==> src/design/tlb_cfg.svh <==
`ifndef TLB_CFG_SVH
`define TLB_CFG_SVH

// entry count, index width must follow it
`define TLB_NUM         16
`define TLB_IDX_W       4

// tag fields
`define TLB_VPPN_W      19
`define TLB_ASID_W      10
`define TLB_HUGE_LO_W   9

// descriptor fields, attr packs {plv, mat, d, v}
`define TLB_PPN_W       20
`define TLB_PLV_W       2
`define TLB_MAT_W       2
`define TLB_ATTR_W      6

// page size codes
`define TLB_PS_W        6
`define TLB_PS_4K       12
`define TLB_PS_4M       21

`define TLB_INVOP_W     5

`endif

==> src/design/tlb_pkg.sv <==
`default_nettype none

`include "tlb_cfg.svh"

package tlb_pkg;

    typedef logic [`TLB_VPPN_W-1:0] vppn_t;
    typedef logic [`TLB_ASID_W-1:0] asid_t;
    typedef logic [`TLB_PPN_W-1:0]  ppn_t;
    typedef logic [`TLB_PS_W-1:0]   ps_t;
    typedef logic [`TLB_IDX_W-1:0]  tlb_idx_t;
    typedef logic [`TLB_PLV_W-1:0]  plv_t;
    typedef logic [`TLB_MAT_W-1:0]  mat_t;

    // invtlb opcodes, codes 7 and up are no-ops
    typedef enum logic [`TLB_INVOP_W-1:0] {
        INV_ALL       = 5'd0,
        INV_ALL_ALT   = 5'd1,
        INV_GLOBAL    = 5'd2,
        INV_NONGLOBAL = 5'd3,
        INV_ASID      = 5'd4,
        INV_ASID_VA   = 5'd5,
        INV_GA_VA     = 5'd6
    } invtlb_op_e;

endpackage

`default_nettype wire

==> src/design/tlb_match.sv <==
`default_nettype none
`timescale 1ns/10ps

`include "tlb_cfg.svh"

module tlb_match #(
    parameter int NUM = `TLB_NUM
) (
    input  wire tlb_pkg::vppn_t         key_vppn,
    input  wire tlb_pkg::asid_t         key_asid,
    input  wire [NUM-1:0]               ent_e,
    input  wire [NUM-1:0]               ent_huge,
    input  wire [NUM-1:0]               ent_g,
    input  wire [NUM*`TLB_VPPN_W-1:0]   ent_vppn,
    input  wire [NUM*`TLB_ASID_W-1:0]   ent_asid,
    output logic                        found,
    output tlb_pkg::tlb_idx_t           index
);

    import tlb_pkg::*;

    localparam int VW = `TLB_VPPN_W;
    localparam int AW = `TLB_ASID_W;
    localparam int LO = `TLB_HUGE_LO_W;

    logic [NUM-1:0] hit;

    // one comparator per entry
    always_comb begin
        for (int i = 0; i < NUM; i++) begin
            hit[i] = ent_e[i]
                && (key_vppn[VW-1:LO] == ent_vppn[i*VW+LO +: VW-LO])
                && (ent_huge[i] || (key_vppn[LO-1:0] == ent_vppn[i*VW +: LO]))
                && (ent_g[i] || (key_asid == ent_asid[i*AW +: AW]));
        end
    end

    assign found = |hit;

    // lowest index wins, scan downward so the last hit kept is the lowest
    always_comb begin
        index = '0;
        for (int i = NUM - 1; i >= 0; i--) begin
            if (hit[i]) begin
                index = tlb_idx_t'(i);
            end
        end
    end

endmodule

`default_nettype wire

==> src/design/tlb_inv_ctrl.sv <==
`default_nettype none
`timescale 1ns/10ps

`include "tlb_cfg.svh"

module tlb_inv_ctrl #(
    parameter int NUM = `TLB_NUM
) (
    input  wire tlb_pkg::invtlb_op_e    op,
    input  wire tlb_pkg::asid_t         inv_asid,
    input  wire tlb_pkg::vppn_t         inv_vppn,
    input  wire [NUM-1:0]               ent_g,
    input  wire [NUM*`TLB_ASID_W-1:0]   ent_asid,
    input  wire [NUM*`TLB_VPPN_W-1:0]   ent_vppn,
    output logic [NUM-1:0]              inv_mask
);

    import tlb_pkg::*;

    localparam int VW = `TLB_VPPN_W;
    localparam int AW = `TLB_ASID_W;

    logic [NUM-1:0] asid_eq;
    logic [NUM-1:0] vppn_eq;

    // full vppn compare, page size not considered
    always_comb begin
        for (int i = 0; i < NUM; i++) begin
            asid_eq[i] = (ent_asid[i*AW +: AW] == inv_asid);
            vppn_eq[i] = (ent_vppn[i*VW +: VW] == inv_vppn);
        end
    end

    always_comb begin
        case (op)
            INV_ALL, INV_ALL_ALT: begin
                inv_mask = '1;
            end
            INV_GLOBAL: begin
                inv_mask = ent_g;
            end
            INV_NONGLOBAL: begin
                inv_mask = ~ent_g;
            end
            INV_ASID: begin
                inv_mask = ~ent_g & asid_eq;
            end
            INV_ASID_VA: begin
                inv_mask = ~ent_g & asid_eq & vppn_eq;
            end
            INV_GA_VA: begin
                inv_mask = (ent_g | asid_eq) & vppn_eq;
            end
            default: begin
                inv_mask = '0;
            end
        endcase
    end

endmodule

`default_nettype wire

==> src/design/tlb_entry_array.sv <==
`default_nettype none
`timescale 1ns/10ps

`include "tlb_cfg.svh"

module tlb_entry_array #(
    parameter int NUM = `TLB_NUM
) (
    input  wire                         clk,
    input  wire                         rst,
    // write port
    input  wire                         we,
    input  wire tlb_pkg::tlb_idx_t      w_index,
    input  wire                         w_e,
    input  wire tlb_pkg::vppn_t         w_vppn,
    input  wire tlb_pkg::ps_t           w_ps,
    input  wire tlb_pkg::asid_t         w_asid,
    input  wire                         w_g,
    input  wire tlb_pkg::ppn_t          w_ppn0,
    input  wire tlb_pkg::plv_t          w_plv0,
    input  wire tlb_pkg::mat_t          w_mat0,
    input  wire                         w_d0,
    input  wire                         w_v0,
    input  wire tlb_pkg::ppn_t          w_ppn1,
    input  wire tlb_pkg::plv_t          w_plv1,
    input  wire tlb_pkg::mat_t          w_mat1,
    input  wire                         w_d1,
    input  wire                         w_v1,
    // invalidate
    input  wire                         invtlb_valid,
    input  wire [NUM-1:0]               inv_mask,
    // read port
    input  wire tlb_pkg::tlb_idx_t      r_index,
    output logic                        r_e,
    output tlb_pkg::vppn_t              r_vppn,
    output tlb_pkg::ps_t                r_ps,
    output tlb_pkg::asid_t              r_asid,
    output logic                        r_g,
    output tlb_pkg::ppn_t               r_ppn0,
    output tlb_pkg::plv_t               r_plv0,
    output tlb_pkg::mat_t               r_mat0,
    output logic                        r_d0,
    output logic                        r_v0,
    output tlb_pkg::ppn_t               r_ppn1,
    output tlb_pkg::plv_t               r_plv1,
    output tlb_pkg::mat_t               r_mat1,
    output logic                        r_d1,
    output logic                        r_v1,
    // flattened entry fields for the matchers
    output wire [NUM-1:0]               ent_e,
    output wire [NUM-1:0]               ent_huge,
    output wire [NUM-1:0]               ent_g,
    output wire [NUM*`TLB_VPPN_W-1:0]   ent_vppn,
    output wire [NUM*`TLB_ASID_W-1:0]   ent_asid,
    output wire [NUM*`TLB_PPN_W-1:0]    ent_ppn0,
    output wire [NUM*`TLB_PPN_W-1:0]    ent_ppn1,
    output wire [NUM*`TLB_ATTR_W-1:0]   ent_attr0,
    output wire [NUM*`TLB_ATTR_W-1:0]   ent_attr1
);

    import tlb_pkg::*;

    localparam int VW = `TLB_VPPN_W;
    localparam int AW = `TLB_ASID_W;
    localparam int PW = `TLB_PPN_W;
    localparam int TW = `TLB_ATTR_W;

    logic [NUM-1:0] e_q;
    logic [NUM-1:0] huge_q;
    logic [NUM-1:0] g_q;
    vppn_t          vppn_q  [NUM];
    asid_t          asid_q  [NUM];
    ppn_t           ppn0_q  [NUM];
    ppn_t           ppn1_q  [NUM];
    logic [TW-1:0]  attr0_q [NUM];
    logic [TW-1:0]  attr1_q [NUM];

    // kill mask first, a same-cycle write then overrides its own entry
    always_ff @(posedge clk) begin
        if (rst) begin
            e_q <= '0;
        end else begin
            if (invtlb_valid) begin
                e_q <= e_q & ~inv_mask;
            end
            if (we) begin
                e_q[w_index] <= w_e;
            end
        end
    end

    always_ff @(posedge clk) begin
        if (we) begin
            huge_q[w_index]  <= (w_ps == ps_t'(`TLB_PS_4M));
            g_q[w_index]     <= w_g;
            vppn_q[w_index]  <= w_vppn;
            asid_q[w_index]  <= w_asid;
            ppn0_q[w_index]  <= w_ppn0;
            ppn1_q[w_index]  <= w_ppn1;
            attr0_q[w_index] <= {w_plv0, w_mat0, w_d0, w_v0};
            attr1_q[w_index] <= {w_plv1, w_mat1, w_d1, w_v1};
        end
    end

    assign ent_e    = e_q;
    assign ent_huge = huge_q;
    assign ent_g    = g_q;

    for (genvar i = 0; i < NUM; i++) begin : g_flat
        assign ent_vppn[i*VW +: VW]  = vppn_q[i];
        assign ent_asid[i*AW +: AW]  = asid_q[i];
        assign ent_ppn0[i*PW +: PW]  = ppn0_q[i];
        assign ent_ppn1[i*PW +: PW]  = ppn1_q[i];
        assign ent_attr0[i*TW +: TW] = attr0_q[i];
        assign ent_attr1[i*TW +: TW] = attr1_q[i];
    end

    // read port
    assign r_e    = e_q[r_index];
    assign r_vppn = vppn_q[r_index];
    assign r_ps   = huge_q[r_index] ? ps_t'(`TLB_PS_4M) : ps_t'(`TLB_PS_4K);
    assign r_asid = asid_q[r_index];
    assign r_g    = g_q[r_index];
    assign r_ppn0 = ppn0_q[r_index];
    assign r_ppn1 = ppn1_q[r_index];

    assign {r_plv0, r_mat0, r_d0, r_v0} = attr0_q[r_index];
    assign {r_plv1, r_mat1, r_d1, r_v1} = attr1_q[r_index];

endmodule

`default_nettype wire

==> src/design/tlb_translate.sv <==
`default_nettype none
`timescale 1ns/10ps

`include "tlb_cfg.svh"

module tlb_translate #(
    parameter int NUM = `TLB_NUM
) (
    input  wire tlb_pkg::vppn_t         vppn,
    input  wire                         va_bit12,
    input  wire tlb_pkg::asid_t         asid,
    input  wire [NUM-1:0]               ent_e,
    input  wire [NUM-1:0]               ent_huge,
    input  wire [NUM-1:0]               ent_g,
    input  wire [NUM*`TLB_VPPN_W-1:0]   ent_vppn,
    input  wire [NUM*`TLB_ASID_W-1:0]   ent_asid,
    input  wire [NUM*`TLB_PPN_W-1:0]    ent_ppn0,
    input  wire [NUM*`TLB_PPN_W-1:0]    ent_ppn1,
    input  wire [NUM*`TLB_ATTR_W-1:0]   ent_attr0,
    input  wire [NUM*`TLB_ATTR_W-1:0]   ent_attr1,
    output logic                        found,
    output tlb_pkg::tlb_idx_t           index,
    output tlb_pkg::ppn_t               ppn,
    output tlb_pkg::ps_t                ps,
    output tlb_pkg::plv_t               plv,
    output tlb_pkg::mat_t               mat,
    output logic                        d,
    output logic                        v
);

    import tlb_pkg::*;

    localparam int PW = `TLB_PPN_W;
    localparam int TW = `TLB_ATTR_W;

    logic          hit_huge;
    logic          odd;
    logic [TW-1:0] sel_attr;

    tlb_match #(.NUM(NUM)) u_match (
        .key_vppn (vppn),
        .key_asid (asid),
        .ent_e    (ent_e),
        .ent_huge (ent_huge),
        .ent_g    (ent_g),
        .ent_vppn (ent_vppn),
        .ent_asid (ent_asid),
        .found    (found),
        .index    (index)
    );

    assign hit_huge = ent_huge[index];

    // 4MB pair splits at vppn bit 8, 4KB pair at va bit 12
    assign odd = hit_huge ? vppn[`TLB_HUGE_LO_W-1] : va_bit12;

    assign ppn      = odd ? ent_ppn1[index*PW +: PW] : ent_ppn0[index*PW +: PW];
    assign sel_attr = odd ? ent_attr1[index*TW +: TW] : ent_attr0[index*TW +: TW];
    assign ps       = hit_huge ? ps_t'(`TLB_PS_4M) : ps_t'(`TLB_PS_4K);

    assign {plv, mat, d, v} = sel_attr;

endmodule

`default_nettype wire

==> src/design/tlb.sv <==
`default_nettype none
`timescale 1ns/10ps

`include "tlb_cfg.svh"

module tlb #(
    parameter int NUM = `TLB_NUM
) (
    input  wire                         clk,
    input  wire                         rst,
    // fetch translation
    input  wire tlb_pkg::vppn_t         s0_vppn,
    input  wire                         s0_va_bit12,
    input  wire tlb_pkg::asid_t         s0_asid,
    output logic                        s0_found,
    output tlb_pkg::tlb_idx_t           s0_index,
    output tlb_pkg::ppn_t               s0_ppn,
    output tlb_pkg::ps_t                s0_ps,
    output tlb_pkg::plv_t               s0_plv,
    output tlb_pkg::mat_t               s0_mat,
    output logic                        s0_d,
    output logic                        s0_v,
    // tlbsrch
    input  wire tlb_pkg::vppn_t         tlbsrch_vppn,
    input  wire tlb_pkg::asid_t         tlbsrch_asid,
    output logic                        tlbsrch_found,
    output tlb_pkg::tlb_idx_t           tlbsrch_index,
    // invtlb
    input  wire                         invtlb_valid,
    input  wire [`TLB_INVOP_W-1:0]      invtlb_op,
    input  wire tlb_pkg::asid_t         invtlb_asid,
    input  wire tlb_pkg::vppn_t         invtlb_va,
    // write port
    input  wire                         we,
    input  wire tlb_pkg::tlb_idx_t      w_index,
    input  wire                         w_e,
    input  wire tlb_pkg::vppn_t         w_vppn,
    input  wire tlb_pkg::ps_t           w_ps,
    input  wire tlb_pkg::asid_t         w_asid,
    input  wire                         w_g,
    input  wire tlb_pkg::ppn_t          w_ppn0,
    input  wire tlb_pkg::plv_t          w_plv0,
    input  wire tlb_pkg::mat_t          w_mat0,
    input  wire                         w_d0,
    input  wire                         w_v0,
    input  wire tlb_pkg::ppn_t          w_ppn1,
    input  wire tlb_pkg::plv_t          w_plv1,
    input  wire tlb_pkg::mat_t          w_mat1,
    input  wire                         w_d1,
    input  wire                         w_v1,
    // read port
    input  wire tlb_pkg::tlb_idx_t      r_index,
    output logic                        r_e,
    output tlb_pkg::vppn_t              r_vppn,
    output tlb_pkg::ps_t                r_ps,
    output tlb_pkg::asid_t              r_asid,
    output logic                        r_g,
    output tlb_pkg::ppn_t               r_ppn0,
    output tlb_pkg::plv_t               r_plv0,
    output tlb_pkg::mat_t               r_mat0,
    output logic                        r_d0,
    output logic                        r_v0,
    output tlb_pkg::ppn_t               r_ppn1,
    output tlb_pkg::plv_t               r_plv1,
    output tlb_pkg::mat_t               r_mat1,
    output logic                        r_d1,
    output logic                        r_v1
);

    import tlb_pkg::*;

    wire [NUM-1:0]              ent_e;
    wire [NUM-1:0]              ent_huge;
    wire [NUM-1:0]              ent_g;
    wire [NUM*`TLB_VPPN_W-1:0]  ent_vppn;
    wire [NUM*`TLB_ASID_W-1:0]  ent_asid;
    wire [NUM*`TLB_PPN_W-1:0]   ent_ppn0;
    wire [NUM*`TLB_PPN_W-1:0]   ent_ppn1;
    wire [NUM*`TLB_ATTR_W-1:0]  ent_attr0;
    wire [NUM*`TLB_ATTR_W-1:0]  ent_attr1;
    wire [NUM-1:0]              inv_mask;

    tlb_entry_array #(.NUM(NUM)) u_array (
        .clk          (clk),
        .rst          (rst),
        .we           (we),
        .w_index      (w_index),
        .w_e          (w_e),
        .w_vppn       (w_vppn),
        .w_ps         (w_ps),
        .w_asid       (w_asid),
        .w_g          (w_g),
        .w_ppn0       (w_ppn0),
        .w_plv0       (w_plv0),
        .w_mat0       (w_mat0),
        .w_d0         (w_d0),
        .w_v0         (w_v0),
        .w_ppn1       (w_ppn1),
        .w_plv1       (w_plv1),
        .w_mat1       (w_mat1),
        .w_d1         (w_d1),
        .w_v1         (w_v1),
        .invtlb_valid (invtlb_valid),
        .inv_mask     (inv_mask),
        .r_index      (r_index),
        .r_e          (r_e),
        .r_vppn       (r_vppn),
        .r_ps         (r_ps),
        .r_asid       (r_asid),
        .r_g          (r_g),
        .r_ppn0       (r_ppn0),
        .r_plv0       (r_plv0),
        .r_mat0       (r_mat0),
        .r_d0         (r_d0),
        .r_v0         (r_v0),
        .r_ppn1       (r_ppn1),
        .r_plv1       (r_plv1),
        .r_mat1       (r_mat1),
        .r_d1         (r_d1),
        .r_v1         (r_v1),
        .ent_e        (ent_e),
        .ent_huge     (ent_huge),
        .ent_g        (ent_g),
        .ent_vppn     (ent_vppn),
        .ent_asid     (ent_asid),
        .ent_ppn0     (ent_ppn0),
        .ent_ppn1     (ent_ppn1),
        .ent_attr0    (ent_attr0),
        .ent_attr1    (ent_attr1)
    );

    // raw opcode from the core, unlisted codes fall to the no-op branch
    tlb_inv_ctrl #(.NUM(NUM)) u_inv (
        .op       (invtlb_op_e'(invtlb_op)),
        .inv_asid (invtlb_asid),
        .inv_vppn (invtlb_va),
        .ent_g    (ent_g),
        .ent_asid (ent_asid),
        .ent_vppn (ent_vppn),
        .inv_mask (inv_mask)
    );

    tlb_translate #(.NUM(NUM)) u_s0 (
        .vppn      (s0_vppn),
        .va_bit12  (s0_va_bit12),
        .asid      (s0_asid),
        .ent_e     (ent_e),
        .ent_huge  (ent_huge),
        .ent_g     (ent_g),
        .ent_vppn  (ent_vppn),
        .ent_asid  (ent_asid),
        .ent_ppn0  (ent_ppn0),
        .ent_ppn1  (ent_ppn1),
        .ent_attr0 (ent_attr0),
        .ent_attr1 (ent_attr1),
        .found     (s0_found),
        .index     (s0_index),
        .ppn       (s0_ppn),
        .ps        (s0_ps),
        .plv       (s0_plv),
        .mat       (s0_mat),
        .d         (s0_d),
        .v         (s0_v)
    );

    // tlbsrch needs the index only
    tlb_match #(.NUM(NUM)) u_srch (
        .key_vppn (tlbsrch_vppn),
        .key_asid (tlbsrch_asid),
        .ent_e    (ent_e),
        .ent_huge (ent_huge),
        .ent_g    (ent_g),
        .ent_vppn (ent_vppn),
        .ent_asid (ent_asid),
        .found    (tlbsrch_found),
        .index    (tlbsrch_index)
    );

endmodule

`default_nettype wire

==> config.mk <==
export PLATFORM = sky130hd
export DESIGN_NAME = tlb
export DESIGN_NICKNAME = d
export VERILOG_FILES = /design/src/design/tlb_pkg.sv /design/src/design/tlb_match.sv /design/src/design/tlb_inv_ctrl.sv /design/src/design/tlb_entry_array.sv /design/src/design/tlb_translate.sv /design/src/design/tlb.sv
export VERILOG_INCLUDE_DIRS = /design/src /design/src/design
export SDC_FILE = /design/constraint.sdc
export NUM_CORES = 2
export LEC_CHECK = 0
export BUFFER_PORTS_ARGS = -buffer_cell sky130_fd_sc_hd__buf_2
export CAP_MARGIN = 30
export CORE_AREA = 2 2 360 362
export CTS_CLUSTER_SIZE = 40
export DETAILED_ROUTE_END_ITERATION = 12
export DIE_AREA = 0 0 362 364
export PLACE_DENSITY_LB_ADDON = 0.05
export SLEW_MARGIN = 20
export SYNTH_ARGS = -nofsm -noshare
export SYNTH_HDL_FRONTEND = slang
export SYNTH_SLANG_ARGS = --single-unit
==> constraint.sdc <==
create_clock -name clk -period 13.65 [get_ports clk]
set_input_delay 2.73 -clock clk [delete_from_list [all_inputs] [get_ports clk]]
set_output_delay 2.73 -clock clk [all_outputs]
set_load 0.02 [all_outputs]
Word-level counts from Yosys, hierarchy flattened
Memory sizes are Yosys's and may differ from the RTL's. Cells that the tools add are included. W data, S select, Z words.

Latch bits: 0. RAM bits: 1296. Memories: 6. Output and inout port bits: 131. Input bits: 194. Logic and storage cells: 382. Bits in read-only memories: 0. Flip-flop bits (word level): 48.

Shift-type cells: 4. Div/mod/pow operators: 0. $add $sub $neg: 0. Eq/ne operators: 135. $mul: 2. Bitwise gates (word level): 7. Reduce and logical (&&, ||, !) cells: 165. Multiplexer cells: 56. $lt $le $gt $ge: 4.

Memory list: u_array.ppn0_q (words 16, width 20, rd ports 17, clocked after memory_dff 0, write ports 1, RTL line tlb_entry_array.sv:73) `ppn_t ppn0_q [NUM];`; u_array.ppn1_q (words 16, width 20, rd ports 17, clocked after memory_dff 0, write ports 1, RTL line tlb_entry_array.sv:74) `ppn_t ppn1_q [NUM];`; u_array.vppn_q (words 16, width 19, rd ports 17, clocked after memory_dff 0, write ports 1, RTL line tlb_entry_array.sv:71) `vppn_t vppn_q [NUM];`; u_array.asid_q (words 16, width 10, rd ports 17, clocked after memory_dff 0, write ports 1, RTL line tlb_entry_array.sv:72) `asid_t asid_q [NUM];`; u_array.attr0_q (words 16, width 6, rd ports 17, clocked after memory_dff 0, write ports 1, RTL line tlb_entry_array.sv:75) `logic [TW-1:0] attr0_q [NUM];`; u_array.attr1_q (words 16, width 6, rd ports 17, clocked after memory_dff 0, write ports 1, RTL line tlb_entry_array.sv:76) `logic [TW-1:0] attr1_q [NUM];`.

Operators with widths (number): $eq A10 B10 Y1 (80); $shiftx A320 B10 Y20 (2); $eq A19 B19 Y1 (16); $eq A9 B9 Y1 (32); $shiftx A96 B8 Y6 (2); $mux W4 (32); $logic_and A1 B1 Y1 (97); $pmux W16 S6 (1); $and A16 B16 Y16 (4); $logic_or A1 B1 Y1 (64); $bwmux W16 (3); $mux W16 (3); $not A16 Y16 (2); $reduce_or A16 Y1 (2); $mux W20 (1); $bmux W1 S4 (4); $or A16 B16 Y16 (1); $eq A5 B3 Y1 const B (3); $lt A4 B5 Y1 const B (3); $eq A5 B2 Y1 const B (2); $mux W5 (2); $mux W1 (8); $mul A4 B3 Y7 const B (1); $eq A6 B5 Y1 const B (1); 7 further kinds (7).

Depth between registers and ports, before layout
An unclocked memory read counts as a cell.

Word-level depth: 25. Mapped depth: 22. Mapped depth without buffers: 16.

Hierarchy
A second synthesis with hierarchy kept.

Cells, all modules: 5368. Area, all modules: 75453.6 um2.

Modules (own cells, without submodules): tlb_entry_array (area an instance 50704.9 um2, seq. area each 40198.6 um2, cells an instance 2166, times used 1); tlb_match (area an instance 5693.0 um2, seq. area each 0.0 um2, cells an instance 714, times used 2); tlb_translate (area an instance 7100.6 um2, seq. area each 0.0 um2, cells an instance 979, times used 1); tlb_inv_ctrl (area an instance 6262.3 um2, seq. area each 0.0 um2, cells an instance 795, times used 1).

Worst setup path after synthesis
Ideal clock, no wire load.

Path type: input port to flip-flop. Start: input w_index[3]. End: memory u_array.asid_q[0][0] (netlist name) (enable). Required time: 12.914 ns. Setup time: 0.736 ns. Cell stages on the path: 2. Path buffers: 1. Arrival time: 11.026 ns. Slack: 1.888 ns. Cells stage by stage: clkbuf_1 nor4_1.

RTL lines: from (decl) (RTL line tlb.sv:35) `input wire tlb_pkg::tlb_idx_t w_index,`; to (decl) (RTL line tlb_entry_array.sv:72).

Straight into the memory's write port.

Worst setup path in the final report
Start: input s0_vppn[8]. End: output s0_plv[1].

Word-level cells in the longest chain between the ends: 24. Elaborated cells between the ends (all ways): 87. Those cells by class: 1 x mul; 16 x eq/ne; 2 x shift; 20 x mux; 48 x reduce/logical.

RTL lines: from (decl) (RTL line tlb.sv:12) `input wire tlb_pkg::vppn_t s0_vppn,`; parallel branches: the longest is 23 deep, another holds $eq A9 B9 Y1; $mux W6 (*) (RTL line tlb_translate.sv:58) `assign sel_attr = odd ? ent_attr1[index*TW +: TW] : ent_attr0[index*TW +: TW];`; to (decl) (RTL line tlb.sv:19) `output tlb_pkg::plv_t s0_plv,`.

Every way passes the cells marked *. The select of a mux whose other input is x is not followed.

==> flow_summary.json <==
{
  "ctsHoldBuffers": 0,
  "avgSynthCellArea_sq_um": 12.8,
  "maxSlewViolCount": 0,
  "grt_pass1_vias": 60000,
  "cts_sinks": 1344,
  "fill_cells": 9070,
  "hold_end": "u_array.ent_e[14]",
  "cts_tree": "built",
  "path_max_fanout": 77,
  "ctsLongestPathBuffers": 3,
  "finalSetupViolCount": 0,
  "drive_gt1_share_pct": 18.9,
  "yosysTopAreaCell": "edfxtp_1",
  "hpwlAfterDp_um": 196000,
  "reg2regPathDepth": 8,
  "yosys_warnings": 0,
  "rsz0062_at_grt": "false",
  "grt_pass1_wl_um": 432000,
  "critPathCaptureType": "output pin",
  "outcome": "completed",
  "hold_viol": 0,
  "totalWireLength_um": 307000,
  "synth.top_cell.area_share_pct": 49.9,
  "synth-seq-area-share_pct": 50.3,
  "timing.rr.end": "u_array.ent_e[0]",
  "dr.pass1.iters": 8,
  "multi_input_area_sq_um": 37300,
  "rows": 132,
  "drtAntennaViolNets": 0,
  "leakage_nw": 28.7,
  "routed_via_density": 7.55,
  "vias": 61600,
  "final_cells": 8156,
  "clockPowerShare_pct": 40.2,
  "synth_edf_count": 1328,
  "cts_buffers": 146,
  "fin_crit_ns": 12.84,
  "finalNetCount": 6552,
  "internal-power_mw": 7.25,
  "netlist_instances": 6239,
  "path_class": "primary input to output pin",
  "cp-start-kind": "primary input",
  "placed_area_sq_um": 82800,
  "start_util_pct": 62.2,
  "hold_path_startpoint": "u_array.ent_e[14]",
  "drt_iter0_drc": 11000,
  "area_delta_synth_final_pct": 9.77,
  "grt_overflow": 0,
  "hold_class": "register to register",
  "ioPinCount": 325,
  "power_frac_seq_pct": 48.1,
  "io_buffers": 318,
  "finClkSkew_ns": 0.0309,
  "wl_per_cell_um": 37.7,
  "worstMarginPinSlew_ns": 1.22,
  "async_reset_ff_share_pct": 0,
  "clkTransAtPathRegs_ns": 0.06,
  "netlist_area_sq_um": 79900,
  "synth_ff_type": "edfxtp_1",
  "cts_root_buf": "clkbuf_16",
  "sw_frac_of_total_pct": 26.0,
  "gp_congestion": 1.05,
  "post-cts-setup-buffers": 0,
  "p_comb_share_pct": 11.6,
  "track_usage_pct": 46.2,
  "ys_ff_latch": 1344,
  "reg2reg_from": "u_array.vppn_q[0][12]",
  "maxSlewHeadroom_pct": 18.9,
  "setup_tns_ns": 0,
  "drv_cap": 0,
  "worst_ep_arrival_time_ns": 10.11,
  "switching_power_mw": 2.55,
  "fin_area_sq_um": 87700,
  "holdPathStages": 2,
  "dieHeight_um": 364,
  "die_x_um": 362,
  "seq_area_sq_um": 40200,
  "max_freq_mhz": 77.9,
  "critPathRequiredTime_ns": 10.92,
  "synth_area_leaders": "edfxtp_1 50%, mux4_2 12%, xor2_1 9.0%, xnor2_1 6.4%, nor3_1 1.7%",
  "min_period_over_period_pct": 94.0,
  "ff2ff_setup_slack_ns": 10.61,
  "cellPowerDensity_nw_per_um2": 112,
  "ir_drop_mv": 0.132,
  "dpl.cell_count": 7876,
  "drc": 0,
  "synth.distinct_cells": 90,
  "design.die.area_sq_um": 132000,
  "htree_levels": 4,
  "core-area_sq_um": 128000,
  "grt_max_degree": 106,
  "cts_resized": 0,
  "clkLatencyLatePin_ns": 0.81,
  "antenna_found_initial": 11
}
## how the worst max path moves through the flow
stage,startpoint,endpoint,slack [ns],cells past startpoint
2_1_floorplan,w_index[3],u_array.asid_q[0][0],1.89,2
3_3_place_gp,s0_vppn[5],s0_plv[1],1.22,19
3_5_place_dp,s0_vppn[5],s0_ppn[19],1.15,19
4_1_cts,s0_vppn[5],s0_ppn[19],1.06,19
5_1_grt,s0_vppn[8],s0_plv[1],0.74,18
6_report,s0_vppn[8],s0_plv[1],0.81,18
## state kept, by name, indices dropped and copies added, names as in the netlist
register / cells
u_array.ppn0_q: 320
u_array.ppn1_q: 320
u_array.vppn_q: 304
u_array.asid_q: 160
u_array.attr0_q: 96
u_array.attr1_q: 96
u_array.ent_e: 16
u_array.ent_g: 16
u_array.ent_huge: 16
## layout make-up
class,count,share of cell area [%]
sequential,1344,45.9
multi-input combinational,4284,42.5
clock buffer,175,4.36
timing repair buffer,461,3.30
tap,1675,2.39
clock inverter,87,1.05
inverter,121,0.518
antenna,9,0.0257
## worst max-delay path: stages
cell,delay [ns]
buf_8,0.51
xor2_1,0.14
nor4_1,0.30
a41oi_1,0.55
nor4_2,0.90
nor4_1,0.17
o311ai_2,0.19
and2_4,0.62
a2111oi_2,0.19
a221o_2,0.47
nor2_8,0.55
mux2i_4,0.85
buf_4,0.43
o22ai_1,0.14
o21ai_0,0.18
nand2_1,0.08
a211oi_1,0.73
buf_2,0.30
## cell families after synthesis
family	after synthesis	share of synthesized area, %
xor+xnor	1409	15.5
simple gates	1388	8.98
flops	1344	50.3
compound gates	897	7.89
buf+inv	615	3.34
mux	584	14.0
other cells	2	0.00940
## metrics by stage
step	hold WS, ns	utilization (%)	power (mW)	setup WS (ns)
floorplan	0.502	-	5.50	1.89
global placement	0.597	64.4	5.88	1.22
detailed placement	0.612	64.5	5.89	1.15
CTS	0.619	68.2	9.76	1.06
global route	0.633	68.3	10.0	0.741
finish	0.608	68.3	9.79	0.815
## metal layers
metal,GRT usage (%),wire length (um)
met5,0,40
met4,33.5,26000
met3,11.3,42400
met2,70.3,138000
met1,58.1,101000
## cells in the final DEF (no fill, tap or decap), types with 17 or more instances in the layout
cell,instances
edfxtp_1,1328
a31oi_1,162
o22ai_1,175
buf_2,312
nand3_1,155
mux2i_1,106
nand2_1,235
xnor2_1,588
o21ai_0,115
mux2_1,19
mux2_2,38
mux4_2,420
o221ai_1,91
nor3_1,262
buf_4,128
or3_1,65
xor2_1,821
clkbuf_1,25
a41oi_1,42
o31a_1,19
inv_1,117
a21oi_1,93
clkinv_1,35
nor2_1,196
nor4_1,209
clkbuf_16,148
a211oi_1,29
clkinv_2,17
nand4_1,161
a211oi_2,19
o21bai_1,18
## power groups by stage
stage | logic, mW | clock network, mW | registers [mW]
2_1_floorplan | 0.734 | 0 | 4.77
3_3_place_gp | 1.08 | 0 | 4.79
3_5_place_dp | 1.10 | 0 | 4.80
4_1_cts | 1.10 | 3.95 | 4.71
5_1_grt | 1.18 | 4.11 | 4.72
6_report | 1.14 | 3.94 | 4.71
## Yosys cell counts, types with 17 or more instances
cell type	n
buf_2	54
a21oi_1	94
nand3_1	156
clkbuf_1	313
buf_1	75
o221ai_1	91
nor4_1	211
xnor2_1	588
edfxtp_1	1328
nor3_1	270
mux4_2	420
mux2_2	38
a31oi_1	164
o31a_1	19
buf_4	27
buf_6	25
xor2_1	821
mux2i_1	106
inv_1	119
a41oi_1	43
a21o_1	17
a211oi_1	29
a211oi_2	19
o21ai_0	115
o22ai_1	176
nand2_1	238
or3_1	65
mux2_1	19
o21bai_1	18
nor2_1	207
nand4_1	161
(Power assumes the default switching activity.)
